<file path="src/design/rv_pkg.sv">
/*
 * Shared definitions for the RV32I single-cycle core.
 * Word and register-index types, datapath select encodings,
 * ALU function codes, opcode and funct3 constants.
 */

`default_nettype none

package rv_pkg;

  typedef logic [31:0] word_t;
  typedef logic [4:0]  reg_idx_t;

  typedef enum logic [3:0] {
    alu_add, alu_sub, alu_sll, alu_slt, alu_sltu, alu_xor,
    alu_srl, alu_sra, alu_or, alu_and, alu_pass_b
  } alu_fn_t;

  // alu_target is the ALU result with bit 0 cleared (JALR)
  typedef enum logic [1:0] {
    pc_plus_4, pc_plus_imm, alu_target
  } next_pc_sel_t;

  typedef enum logic [1:0] {
    wb_alu, wb_mem, wb_pc_plus_4, wb_imm
  } wb_sel_t;

  // --------------------------------------------------------------------------
  // Major opcodes
  // --------------------------------------------------------------------------
  localparam logic [6:0] opc_op     = 7'b0110011;
  localparam logic [6:0] opc_op_imm = 7'b0010011;
  localparam logic [6:0] opc_lui    = 7'b0110111;
  localparam logic [6:0] opc_auipc  = 7'b0010111;
  localparam logic [6:0] opc_jal    = 7'b1101111;
  localparam logic [6:0] opc_jalr   = 7'b1100111;
  localparam logic [6:0] opc_branch = 7'b1100011;
  localparam logic [6:0] opc_load   = 7'b0000011;
  localparam logic [6:0] opc_store  = 7'b0100011;

  // Branch conditions
  localparam logic [2:0] f3_beq  = 3'b000;
  localparam logic [2:0] f3_bne  = 3'b001;
  localparam logic [2:0] f3_blt  = 3'b100;
  localparam logic [2:0] f3_bge  = 3'b101;
  localparam logic [2:0] f3_bltu = 3'b110;
  localparam logic [2:0] f3_bgeu = 3'b111;

  // OP and OP-IMM functions
  localparam logic [2:0] f3_add_sub = 3'b000;
  localparam logic [2:0] f3_sll     = 3'b001;
  localparam logic [2:0] f3_slt     = 3'b010;
  localparam logic [2:0] f3_sltu    = 3'b011;
  localparam logic [2:0] f3_xor     = 3'b100;
  localparam logic [2:0] f3_srl_sra = 3'b101;
  localparam logic [2:0] f3_or      = 3'b110;
  localparam logic [2:0] f3_and     = 3'b111;

  localparam word_t initial_pc = 32'h0000_0000;
  // addi x0, x0, 0
  localparam word_t nop_inst   = 32'h0000_0013;

endpackage

`default_nettype wire

</file>
<file path="src/design/alu.sv">
/*
 * Combinational integer ALU.
 * Add, subtract, logic, shifts, signed and unsigned compare, pass-through.
 */

`timescale 1ns/10ps
`default_nettype none

module alu
  import rv_pkg::*;
(
  input  alu_fn_t alu_function,
  input  word_t   operand_a,
  input  word_t   operand_b,
  output word_t   alu_result
);

  logic [4:0] shamt;
  logic       lt_signed;
  logic       lt_unsigned;

  // Only the low five bits count for shifts
  assign shamt = operand_b[4:0];

  assign lt_signed   = $signed(operand_a) < $signed(operand_b);
  assign lt_unsigned = operand_a < operand_b;

  always_comb begin
    case (alu_function)
      alu_add:    alu_result = operand_a + operand_b;
      alu_sub:    alu_result = operand_a - operand_b;
      alu_sll:    alu_result = operand_a << shamt;
      alu_slt:    alu_result = {31'b0, lt_signed};
      alu_sltu:   alu_result = {31'b0, lt_unsigned};
      alu_xor:    alu_result = operand_a ^ operand_b;
      alu_srl:    alu_result = operand_a >> shamt;
      alu_sra:    alu_result = word_t'($signed(operand_a) >>> shamt);
      alu_or:     alu_result = operand_a | operand_b;
      alu_and:    alu_result = operand_a & operand_b;
      alu_pass_b: alu_result = operand_b;
      default:    alu_result = '0;
    endcase
  end

endmodule

`default_nettype wire

</file>
<file path="src/design/control_unit.sv">
/*
 * Main decoder for the single-cycle core.
 * Opcode and funct fields to datapath selects, branch resolution,
 * write strobes held off during reset.
 */

`timescale 1ns/10ps
`default_nettype none

module control_unit
  import rv_pkg::*;
(
  input  logic         clock,
  input  logic         rst_n,
  input  logic [6:0]   inst_opcode,
  input  logic [2:0]   inst_funct3,
  input  logic [6:0]   inst_funct7,
  input  word_t        alu_result,
  output alu_fn_t      alu_function,
  output logic         alu_operand_a_select,
  output logic         alu_operand_b_select,
  output logic         regfile_write_enable,
  output logic         data_mem_write_enable,
  output wb_sel_t      reg_writeback_select,
  output next_pc_sel_t next_pc_select
);

  alu_fn_t arith_fn;
  alu_fn_t branch_fn;
  logic    branch_taken;
  logic    rf_we_dec;
  logic    dm_we_dec;

  // --------------------------------------------------------------------------
  // ALU function for OP / OP-IMM, funct7[5] only matters for OP sub and shifts
  // --------------------------------------------------------------------------
  always_comb begin
    case (inst_funct3)
      f3_add_sub: arith_fn = (inst_opcode == opc_op && inst_funct7[5]) ? alu_sub : alu_add;
      f3_sll:     arith_fn = alu_sll;
      f3_slt:     arith_fn = alu_slt;
      f3_sltu:    arith_fn = alu_sltu;
      f3_xor:     arith_fn = alu_xor;
      f3_srl_sra: arith_fn = inst_funct7[5] ? alu_sra : alu_srl;
      f3_or:      arith_fn = alu_or;
      default:    arith_fn = alu_and;
    endcase
  end

  // Branch compare and outcome from the ALU result
  always_comb begin
    branch_fn    = alu_sub;
    branch_taken = 1'b0;
    case (inst_funct3)
      f3_beq:  branch_taken = (alu_result == '0);
      f3_bne:  branch_taken = (alu_result != '0);
      f3_blt:  begin branch_fn = alu_slt;  branch_taken = alu_result[0];  end
      f3_bge:  begin branch_fn = alu_slt;  branch_taken = !alu_result[0]; end
      f3_bltu: begin branch_fn = alu_sltu; branch_taken = alu_result[0];  end
      f3_bgeu: begin branch_fn = alu_sltu; branch_taken = !alu_result[0]; end
      default: branch_taken = 1'b0;
    endcase
  end

  // --------------------------------------------------------------------------
  // Opcode decode, a select of 1 means pc for A and immediate for B
  // --------------------------------------------------------------------------
  always_comb begin
    alu_function         = alu_add;
    alu_operand_a_select = 1'b0;
    alu_operand_b_select = 1'b0;
    rf_we_dec            = 1'b0;
    dm_we_dec            = 1'b0;
    reg_writeback_select = wb_alu;
    next_pc_select       = pc_plus_4;
    case (inst_opcode)
      opc_op: begin
        alu_function = arith_fn;
        rf_we_dec    = 1'b1;
      end
      opc_op_imm: begin
        alu_function         = arith_fn;
        alu_operand_b_select = 1'b1;
        rf_we_dec            = 1'b1;
      end
      opc_lui: begin
        alu_function         = alu_pass_b;
        alu_operand_b_select = 1'b1;
        rf_we_dec            = 1'b1;
        reg_writeback_select = wb_imm;
      end
      opc_auipc: begin
        alu_operand_a_select = 1'b1;
        alu_operand_b_select = 1'b1;
        rf_we_dec            = 1'b1;
      end
      opc_jal: begin
        rf_we_dec            = 1'b1;
        reg_writeback_select = wb_pc_plus_4;
        next_pc_select       = pc_plus_imm;
      end
      opc_jalr: begin
        alu_operand_b_select = 1'b1;
        rf_we_dec            = 1'b1;
        reg_writeback_select = wb_pc_plus_4;
        next_pc_select       = alu_target;
      end
      opc_branch: begin
        alu_function   = branch_fn;
        next_pc_select = branch_taken ? pc_plus_imm : pc_plus_4;
      end
      opc_load: begin
        alu_operand_b_select = 1'b1;
        rf_we_dec            = 1'b1;
        reg_writeback_select = wb_mem;
      end
      opc_store: begin
        alu_operand_b_select = 1'b1;
        dm_we_dec            = 1'b1;
      end
      default: ;
    endcase
  end

  assign regfile_write_enable  = rf_we_dec && rst_n;
  assign data_mem_write_enable = dm_we_dec && rst_n;

  no_write_in_reset: assert property (
    @(posedge clock) !rst_n |-> !(data_mem_write_enable || regfile_write_enable)
  );

endmodule

`default_nettype wire

</file>
<file path="src/design/immediate_generator.sv">
/*
 * Immediate extraction for the RV32I formats I, S, B, U and J.
 * The format follows the opcode, unknown opcodes yield zero.
 */

`timescale 1ns/10ps
`default_nettype none

module immediate_generator
  import rv_pkg::*;
(
  input  word_t inst,
  output word_t immediate
);

  word_t imm_i;
  word_t imm_s;
  word_t imm_b;
  word_t imm_u;
  word_t imm_j;

  // All formats take the sign from bit 31
  assign imm_i = {{20{inst[31]}}, inst[31:20]};
  assign imm_s = {{20{inst[31]}}, inst[31:25], inst[11:7]};
  assign imm_b = {{19{inst[31]}}, inst[31], inst[7], inst[30:25], inst[11:8], 1'b0};
  assign imm_u = {inst[31:12], 12'b0};
  assign imm_j = {{11{inst[31]}}, inst[31], inst[19:12], inst[20], inst[30:21], 1'b0};

  always_comb begin
    case (inst[6:0])
      opc_op_imm,
      opc_jalr,
      opc_load:   immediate = imm_i;
      opc_store:  immediate = imm_s;
      opc_branch: immediate = imm_b;
      opc_lui,
      opc_auipc:  immediate = imm_u;
      opc_jal:    immediate = imm_j;
      default:    immediate = '0;
    endcase
  end

endmodule

`default_nettype wire

</file>
<file path="src/design/regfile.sv">
/*
 * 32 x 32-bit integer register file.
 * Two combinational read ports, one synchronous write port, x0 fixed at zero.
 */

`timescale 1ns/10ps
`default_nettype none

module regfile
  import rv_pkg::*;
(
  input  logic     clock,
  input  reg_idx_t rs1_address,
  input  reg_idx_t rs2_address,
  input  logic     write_enable,
  input  reg_idx_t rd_address,
  input  word_t    rd_data,
  output word_t    rs1_data,
  output word_t    rs2_data
);

  word_t regs [32];

  // Writes to x0 are dropped
  always_ff @(posedge clock) begin
    if (write_enable && (rd_address != '0)) begin
      regs[rd_address] <= rd_data;
    end
  end

  // Entry 0 is never written, so force its read value
  assign rs1_data = (rs1_address == '0) ? '0 : regs[rs1_address];
  assign rs2_data = (rs2_address == '0) ? '0 : regs[rs2_address];

  // A nonzero write aimed at x0 must not show up on a later read
  x0_stays_zero: assert property (
    @(posedge clock)
    (write_enable && (rd_address == '0) && (rd_data != '0))
      |=> ((rs1_address != '0) || (rs1_data == '0))
  );

endmodule

`default_nettype wire

</file>
<file path="src/design/rv_core.sv">
/*
 * RV32I single-cycle core top level.
 * Control unit and datapath joined to the instruction and data ports.
 */

`timescale 1ns/10ps
`default_nettype none

module rv_core
  import rv_pkg::*;
(
  input  logic  clock,
  input  logic  rst_n,
  output word_t pc,
  input  word_t inst,
  output word_t data_mem_address,
  output word_t data_mem_write_data,
  output logic  data_mem_write_enable,
  input  word_t data_mem_read_data
);

  alu_fn_t      alu_function;
  logic         alu_operand_a_select;
  logic         alu_operand_b_select;
  logic         regfile_write_enable;
  wb_sel_t      reg_writeback_select;
  next_pc_sel_t next_pc_select;
  logic [6:0]   inst_opcode;
  logic [2:0]   inst_funct3;
  logic [6:0]   inst_funct7;
  word_t        alu_result;
  word_t        rs2_data;

  // Loads and stores address memory with the ALU sum
  assign data_mem_address    = alu_result;
  assign data_mem_write_data = rs2_data;

  control_unit u_control (
    .clock                 (clock),
    .rst_n                 (rst_n),
    .inst_opcode           (inst_opcode),
    .inst_funct3           (inst_funct3),
    .inst_funct7           (inst_funct7),
    .alu_result            (alu_result),
    .alu_function          (alu_function),
    .alu_operand_a_select  (alu_operand_a_select),
    .alu_operand_b_select  (alu_operand_b_select),
    .regfile_write_enable  (regfile_write_enable),
    .data_mem_write_enable (data_mem_write_enable),
    .reg_writeback_select  (reg_writeback_select),
    .next_pc_select        (next_pc_select)
  );

  singlecycle_datapath u_datapath (
    .clock                (clock),
    .rst_n                (rst_n),
    .inst                 (inst),
    .alu_function         (alu_function),
    .alu_operand_a_select (alu_operand_a_select),
    .alu_operand_b_select (alu_operand_b_select),
    .regfile_write_enable (regfile_write_enable),
    .data_mem_read_data   (data_mem_read_data),
    .reg_writeback_select (reg_writeback_select),
    .next_pc_select       (next_pc_select),
    .pc                   (pc),
    .rs2_data             (rs2_data),
    .inst_opcode          (inst_opcode),
    .inst_funct3          (inst_funct3),
    .inst_funct7          (inst_funct7),
    .alu_result           (alu_result)
  );

endmodule

`default_nettype wire

</file>
<file path="src/design/singlecycle_datapath.sv">
/*
 * Single-cycle datapath.
 * Program counter, next-pc select, operand and writeback selects,
 * field slicing, register file, ALU and immediate generator.
 */

`timescale 1ns/10ps
`default_nettype none

module singlecycle_datapath
  import rv_pkg::*;
(
  input  logic         clock,
  input  logic         rst_n,
  input  word_t        inst,
  input  alu_fn_t      alu_function,
  input  logic         alu_operand_a_select,
  input  logic         alu_operand_b_select,
  input  logic         regfile_write_enable,
  input  word_t        data_mem_read_data,
  input  wb_sel_t      reg_writeback_select,
  input  next_pc_sel_t next_pc_select,
  output word_t        pc,
  output word_t        rs2_data,
  output logic [6:0]   inst_opcode,
  output logic [2:0]   inst_funct3,
  output logic [6:0]   inst_funct7,
  output word_t        alu_result
);

  reg_idx_t rd_idx;
  reg_idx_t rs1_idx;
  reg_idx_t rs2_idx;
  word_t    rs1_data;
  word_t    immediate;
  word_t    operand_a;
  word_t    operand_b;
  word_t    pc_incr;
  word_t    pc_offset;
  word_t    pc_next;
  word_t    rd_data;

  // --------------------------------------------------------------------------
  // Instruction fields
  // --------------------------------------------------------------------------
  assign inst_opcode = inst[6:0];
  assign rd_idx      = inst[11:7];
  assign inst_funct3 = inst[14:12];
  assign rs1_idx     = inst[19:15];
  assign rs2_idx     = inst[24:20];
  assign inst_funct7 = inst[31:25];

  // --------------------------------------------------------------------------
  // Program counter
  // --------------------------------------------------------------------------
  assign pc_incr   = pc + 32'd4;
  assign pc_offset = pc + immediate;

  always_comb begin
    case (next_pc_select)
      pc_plus_imm: pc_next = pc_offset;
      alu_target:  pc_next = {alu_result[31:1], 1'b0};
      default:     pc_next = pc_incr;
    endcase
  end

  always_ff @(posedge clock) begin
    if (!rst_n) begin
      pc <= initial_pc;
    end else begin
      pc <= pc_next;
    end
  end

  // Operand selects
  assign operand_a = alu_operand_a_select ? pc : rs1_data;
  assign operand_b = alu_operand_b_select ? immediate : rs2_data;

  // Writeback value
  always_comb begin
    case (reg_writeback_select)
      wb_mem:       rd_data = data_mem_read_data;
      wb_pc_plus_4: rd_data = pc_incr;
      wb_imm:       rd_data = immediate;
      default:      rd_data = alu_result;
    endcase
  end

  regfile u_regfile (
    .clock        (clock),
    .rs1_address  (rs1_idx),
    .rs2_address  (rs2_idx),
    .write_enable (regfile_write_enable),
    .rd_address   (rd_idx),
    .rd_data      (rd_data),
    .rs1_data     (rs1_data),
    .rs2_data     (rs2_data)
  );

  alu u_alu (
    .alu_function (alu_function),
    .operand_a    (operand_a),
    .operand_b    (operand_b),
    .alu_result   (alu_result)
  );

  immediate_generator u_imm_gen (
    .inst      (inst),
    .immediate (immediate)
  );

  // Fetch address stays on a word boundary
  pc_word_aligned: assert property (
    @(posedge clock) disable iff (!rst_n) pc[1:0] == 2'b00
  );

endmodule

`default_nettype wire

</file>
<file path="config.mk">
export PLATFORM = sky130hd
export DESIGN_NAME = rv_core
export DESIGN_NICKNAME = d
export VERILOG_FILES = /design/src/design/rv_pkg.sv /design/src/design/alu.sv /design/src/design/control_unit.sv /design/src/design/immediate_generator.sv /design/src/design/regfile.sv /design/src/design/rv_core.sv /design/src/design/singlecycle_datapath.sv
export SDC_FILE = /design/constraint.sdc
export NUM_CORES = 2
export LEC_CHECK = 0
export BUFFER_PORTS_ARGS = -buffer_cell sky130_fd_sc_hd__buf_2
export CORE_ASPECT_RATIO = 1.25
export CORE_MARGIN = 1.5
export CORE_UTILIZATION = 40
export CTS_BUF_LIST = sky130_fd_sc_hd__clkbuf_8
export CTS_CLUSTER_SIZE = 28
export DETAILED_ROUTE_END_ITERATION = 8
export GPL_TIMING_DRIVEN = 0
export PLACE_DENSITY = 0.59
export SLEW_MARGIN = 20
export SYNTH_ARGS = -nofsm -noshare
export SYNTH_HDL_FRONTEND = slang
export SYNTH_SLANG_ARGS = --single-unit
</file>
<file path="constraint.sdc">
create_clock -name clock -period 10.6 [get_ports clock]
set_input_delay 2.12 -clock clock [delete_from_list [all_inputs] [get_ports clock]]
set_output_delay 2.12 -clock clock [all_outputs]
set_load 0.05 [all_outputs]
</file>
### After elaboration in Yosys (flattened, before gate mapping)

Memory sizes are Yosys's and may differ from the RTL's.
Cells that the tools add are included.

| operators by class | value |
|---|---|
| $lt $le $gt $ge | 2 |
| reductions and logical operators | 22 |
| add/sub/neg operators | 4 |
| bitwise gates (word level) | 3 |
| eq/ne operators | 31 |
| shifts and indexed selects | 3 |
| multiplexer cells | 23 |

Operators by type and width:

| operator | number |
|---|---|
| $pmux 32 s11 | 1 |
| $pmux 32 s5 | 1 |
| $mux 32 | 4 |
| $pmux 32 s3 | 1 |
| $add 32x32->32 | 2 |
| $lt 32x32->1 | 2 |
| $pmux 32 s2 | 1 |
| $add 32x3->32 const B | 1 |
| $and 32x32->32 | 1 |
| $logic_not 32->1 | 1 |
| $or 32x32->32 | 1 |
| $reduce_bool 32->1 | 1 |
| $shl 32x5->32 | 1 |
| $shr 32x5->32 | 1 |
| $sshr 32x5->32 | 1 |
| $sub 32x32->32 | 1 |
| $xor 32x32->32 | 1 |
| $pmux 4 s7 | 1 |
| $eq 7x6->1 const B | 3 |
| $eq 7x7->1 const B | 3 |
| $eq 4x3->1 const B | 4 |
| $eq 7x5->1 const B | 2 |
| $reduce_or 2->1 | 7 |
| $eq 3x3->1 const B | 4 |
| other kinds (22) | 42 |

| storage, ports and cells | value |
|---|---|
| memory bits (writable) | 1024 |
| logic and storage cells | 90 |
| flip-flop bits (word level) | 32 |
| output and inout port bits | 97 |
| input bits | 66 |
| memories kept | 1 |

Memories:

| name | words | bits a word | read ports | clocked after memory_dff | write ports | line | source |
|---|---|---|---|---|---|---|---|
| u_datapath.u_regfile.regs | 32 | 32 | 2 | 0 | 1 | regfile.sv:22 | `word_t regs [32];` |

### Longest topological paths before layout

| logic depth | value |
|---|---|
| depth after elaboration | 13 |
| gate-level depth with buffers | 43 |
| mapped depth without buffers | 30 |

### Hierarchy

From an unflattened synthesis, not the netlist that was laid out.

| unflattened totals | value |
|---|---|
| cells, all modules | 4615 |
| area total of the unflattened synthesis | 63143.1 um^2 |

Modules (own cells, without submodules):

| module | area an instance (um^2) | cells each | instances |
|---|---|---|---|
| regfile | 47929.7 | 2564 | 1 |
| alu | 8941.1 | 1303 | 1 |
| singlecycle_datapath | 5215.0 | 604 | 1 |
| immediate_generator | 581.8 | 73 | 1 |
| control_unit | 475.5 | 71 | 1 |

### Worst setup path before layout

No wires, ideal clock.

| timing | value |
|---|---|
| kind | input to output |
| start point | in inst[20] |
| end point | out data_mem_address[22] |
| data required time | 8.480 ns |
| setup slack | -1.404 ns |
| buffers on the path | 12 |
| arrival | 9.884 ns |
| stages on the path | 30 |
| cells stage by stage | buf_6 > buf_6 > buf_6 > buf_6 > buf_8 > buf_6 > buf_2 > buf_2 > buf_2 > clkbuf_1 > buf_1 > mux2i_1 > o221ai_1 > a221oi_1 > nor3_1 > nand2_1 > nand2_1 > ha_1 > clkbuf_1 > and4_1 > a2111oi_0 > o31ai_1 > a31oi_1 > o41ai_1 > a211oi_1 > o21bai_1 > nand2_1 > o31ai_1 > xnor2_1 > o21ai_0 |

| on the way | value |
|---|---|
| longest elaborated chain between the ends | 5 |

RTL lines:

| item | line | source |
|---|---|---|
| from (decl) | rv_core.sv:15 | `input word_t inst,` |
| $mem_v2 32x32 or $logic_not 5->1 (tied branches) | -- |  |
| $mux 32 * | regfile.sv:33 | `assign rs2_data = (rs2_address == '0) ? '0 : regs[rs2_address];` |
| named net data_mem_write_data[9] | rv_core.sv:17 | `output word_t data_mem_write_data,` |
| $mux 32 * | singlecycle_datapath.sv:77 | `assign operand_b = alu_operand_b_select ? immediate : rs2_data;` |
| $sub 32x32->32 or $add 32x32->32 (tied branches) | alu.sv:31, alu.sv:30 |  |
| $pmux 32 s11 * | alu.sv:29 | `case (alu_function)` |
| to (decl) | rv_core.sv:16 | `output word_t data_mem_address,` |

The timed path passes the listed nets; every way through them passes the cells marked *.

### Final worst setup path

| timing | value |
|---|---|
| start point | in inst[18] |
| end point | out data_mem_address[14] |

| on the way | value |
|---|---|
| longest elaborated chain between the ends | 5 |

RTL lines:

| item | line | source |
|---|---|---|
| $mem_v2 32x32 or $logic_not 5->1 (tied branches) | -- |  |
| $mux 32 * | regfile.sv:32 | `assign rs1_data = (rs1_address == '0) ? '0 : regs[rs1_address];` |
| $mux 32 * | singlecycle_datapath.sv:76 | `assign operand_a = alu_operand_a_select ? pc : rs1_data;` |
| $sub 32x32->32, or another cell as far along | alu.sv:31 | `alu_sub: alu_result = operand_a - operand_b;` |
| $pmux 32 s11 * | alu.sv:29 |  |

Mark *: on every way between the ends. The rest lies on a longest branch, timed or not.

==> impl_metrics.env <==
export IMPL_grt_pass1_wl_um=474900
export IMPL_startpoint_type="primary input"
export IMPL_crit_fanout=10
export IMPL_cts_root_buf="clkbuf_8"
export IMPL_hold_slack_ns=0.7055
export IMPL_htree_levels=4
export IMPL_crit_path_end_kind="primary output"
export IMPL_grt_overflow_total=0
export IMPL_stdcell_count=7630
export IMPL_dieWidth_um=354.1
export IMPL_busiest_layer="met2"
export IMPL_drive_gt1_share_pct=31.57
export IMPL_status="finished, violations left"
export IMPL_start_util_pct=40.41
export IMPL_grtUsageMet3_pct=15.56
export IMPL_clock_sinks=1056
export IMPL_fin_crit_sh_pct=102.0
export IMPL_vdd_drop_max_v=0.0001549
export IMPL_whs_path_depth=2
export IMPL_r2r_cells=37
export IMPL_port_buffers=151
export IMPL_cts_buffer_depth=3
export IMPL_ios=163
export IMPL_core_area_mm2=0.1525
export IMPL_synth_main_ff_cell="edfxtp_1"
export IMPL_grt_max_degree=33
export IMPL_synthToLayoutAreaGrowth_pct=22.43
export IMPL_multi_input_area_mm2=0.03019
export IMPL_die_h_um=441.9
export IMPL_finClkSkew_ns=0.07850
export IMPL_hold_start="u_datapath.pc[0]"
export IMPL_fmax_mhz=92.45
export IMPL_min_to="u_datapath.pc[0]"
export IMPL_grt_usage_pct=45.54
export IMPL_reg2reg_slack_ns=1.56
export IMPL_syn_inst=4722
export IMPL_hold_viol=0
export IMPL_most_common_layout_cells="edfxtp_1 (1024), mux2i_1 (410), mux4_2 (379)"
export IMPL_nets=5670
export IMPL_pwr_density_cell_mw_per_mm2=172.1
export IMPL_drt_initial_drc_count=9306
export IMPL_yosysWarnings=0
export IMPL_hp_class="register to register"
export IMPL_synth_edf_count=1024
export IMPL_worst_pin_slew_ns=1.338
export IMPL_avgSynthCellArea_um2=13.05
export IMPL_ys_seq_area_share_pct=50.92
export IMPL_synth_cell_types=100
export IMPL_synth_seq_cells=1056
export IMPL_fp_dieArea_mm2=0.1565
export IMPL_cts_tree="built"
export IMPL_drt_wirelength_per_cell_um=47.65
export IMPL_antenna_found_initial=26
export IMPL_cts_buffers=157
export IMPL_critPathArrivalTime_ns=8.70
export IMPL_grt_setup_unrepaired="yes"
export IMPL_routed_via_density=7.205
export IMPL_place_ws_ns=-4.830
export IMPL_rows=160
export IMPL_finalSetupTns_ns=-2.540
export IMPL_min_period_ns=10.82
export IMPL_rr_endpoint="u_datapath.pc[28]"
export IMPL_place_hpwl_um=274200
export IMPL_r2r_start="u_datapath.u_regfile.regs[23][1]"
export IMPL_dp_cells=7215
export IMPL_final_seq_area_mm2=0.03139
export IMPL_dr_pass1_iters=8
export IMPL_relSlewSlack_pct=10.12
export IMPL_vias=54980
export IMPL_final_common_cell="edfxtp_1"
export IMPL_power_leakage_uw=0.02766
export IMPL_syn_area_mm2=0.06164
export IMPL_slew_violations=0
export IMPL_clk_pin_slew_ns=0.07
export IMPL_place_congestion=1.090
export IMPL_grt_use_met2_pct=68.17
export IMPL_grt_pass1_vias=52680
export IMPL_ant_nets=0
export IMPL_drv_cap=0
export IMPL_drc=0
export IMPL_postSynth_asyncResetShare_pct=0
export IMPL_use_met1_pct=48.86
export IMPL_setup_violations_final=23
export IMPL_path_class="primary input to primary output"
export IMPL_violations="negative setup slack"
export IMPL_routed_wl_um=363600
export IMPL_nFillCells=13590
export IMPL_clock_latency_ns=0.96
export IMPL_layout_setup_ws_ns=-0.2162
export IMPL_crit_required_ns=8.48
## synth_stat cells (all sizes together), types with 52 or more instances
cell type  count  area, um2
edfxtp      1024      30750
mux2i        416       4164
mux4         379       8536
nor2         297       1136
nand2        268       1008
a21oi        242       1215
clkbuf       189      710.7
o21ai        180      900.9
buf          162      960.9
ha           134       1677
inv          130      490.5
nor3         126      630.6
a22oi         96      725.7
nand3         84      425.4
a221oi        81      715.7
o22ai         80      500.5
a211oi        52      400.4
mux2          52      585.6
nor4          52      340.3
## registers in the layout (all words and copies together) (netlist names)
signal and count:
u_datapath.u_regfile.regs 1024, u_datapath.pc 32
## metal layers
| layer | up-vias | wire, um | share of wire [%] |
|---|---|---|---|
| li1 | 20550 | - | - |
| met1 | 27500 | 112500 | 31 |
| met2 | 5244 | 157200 | 43 |
| met3 | 1669 | 46140 | 13 |
| met4 | 12 | 47550 | 13 |
| met5 | - | 229 | 0.063 |
## how the worst max path moves through the flow
stage,from,end,slack [ns],depth (start not counted)
6_report,inst[18],data_mem_address[14],-0.22,21
5_1_grt,inst[22],data_mem_address[26],-0.09,27
4_1_cts,inst[16],data_mem_address[11],0.004,24
3_5_place_dp,inst[21],u_datapath.pc[29],-4.83,36
3_3_place_gp,inst[21],u_datapath.pc[29],-9.04,33
2_1_floorplan,inst[20],data_mem_address[26],0.02,30
## where the power goes
group / switching, uW / internal [uW]
combinational: 3170 / 1320
clock: 1740 / 1620
sequential: 33.9 / 5110
## kinds of logic (layout without fill, tap and decap cells)
| logic type | Yosys count | in the layout | synth area share [%] |
|---|---|---|---|
| buffers and inverters | 484 | 1319 | 3.528 |
| adder cells (fa/ha/maj) | 137 | 137 | 2.817 |
| XOR/XNOR | 70 | 70 | 0.9946 |
| flip-flops | 1056 | 1056 | 50.92 |
| AO/OA/AOI/OAI | 1091 | 1091 | 12.15 |
| other | 1 | 49 | 0.006084 |
| AND/OR/NAND/NOR | 1036 | 1036 | 8.032 |
| multiplexers | 847 | 847 | 21.55 |
## critical path: stages
cell and delay, ns:
clkbuf_2 0.25, buf_2 0.35, nor2b_1 0.47, clkbuf_4 0.54
a22o_1 0.21, a221oi_1 0.06, o21ai_0 0.80, o31a_4 0.49
inv_1 0.18, ha_4 0.31, o21ai_1 0.15, a21oi_1 0.10
a2bb2oi_2 0.17, a221oi_4 0.41, o21bai_1 0.11, a21o_1 0.21
a2111oi_0 0.46, or3_1 0.17, nand3_1 0.36, o2111ai_4 0.37
buf_2 0.34
## final cells by class
class	instances	area share [%]
Antenna cell	17	0.05637
Sequential cell	1056	41.59
Timing Repair Buffer	572	6.701
Inverter	133	0.6681
Buffer	334	3.669
Clock inverter	119	1.013
Tap cell	2025	3.357
Multi-Input combinational cell	3213	40.00
Clock buffer	161	2.936
## stage by stage
stage | area (um2) | total power [uW] | util, %
after detailed placement | 69010 | 9099 | 45.24
final | 75470 | 12980 | 49.47
after floorplan | 61850 | 7162 | -
after global routing | 75440 | 13110 | 49.45
after CTS | 74620 | 12610 | 48.91
after global placement | 65140 | 8806 | 42.70
## what timing repair did
item,4_1_cts,5_1_grt
hold endpoints to repair,0,0
hold buffers,0,0
buffers inserted,97,37
gates resized for setup,468,149
setup endpoints to repair,844,57
pin swaps,54,45
Power figures use the tool's default switching activity.
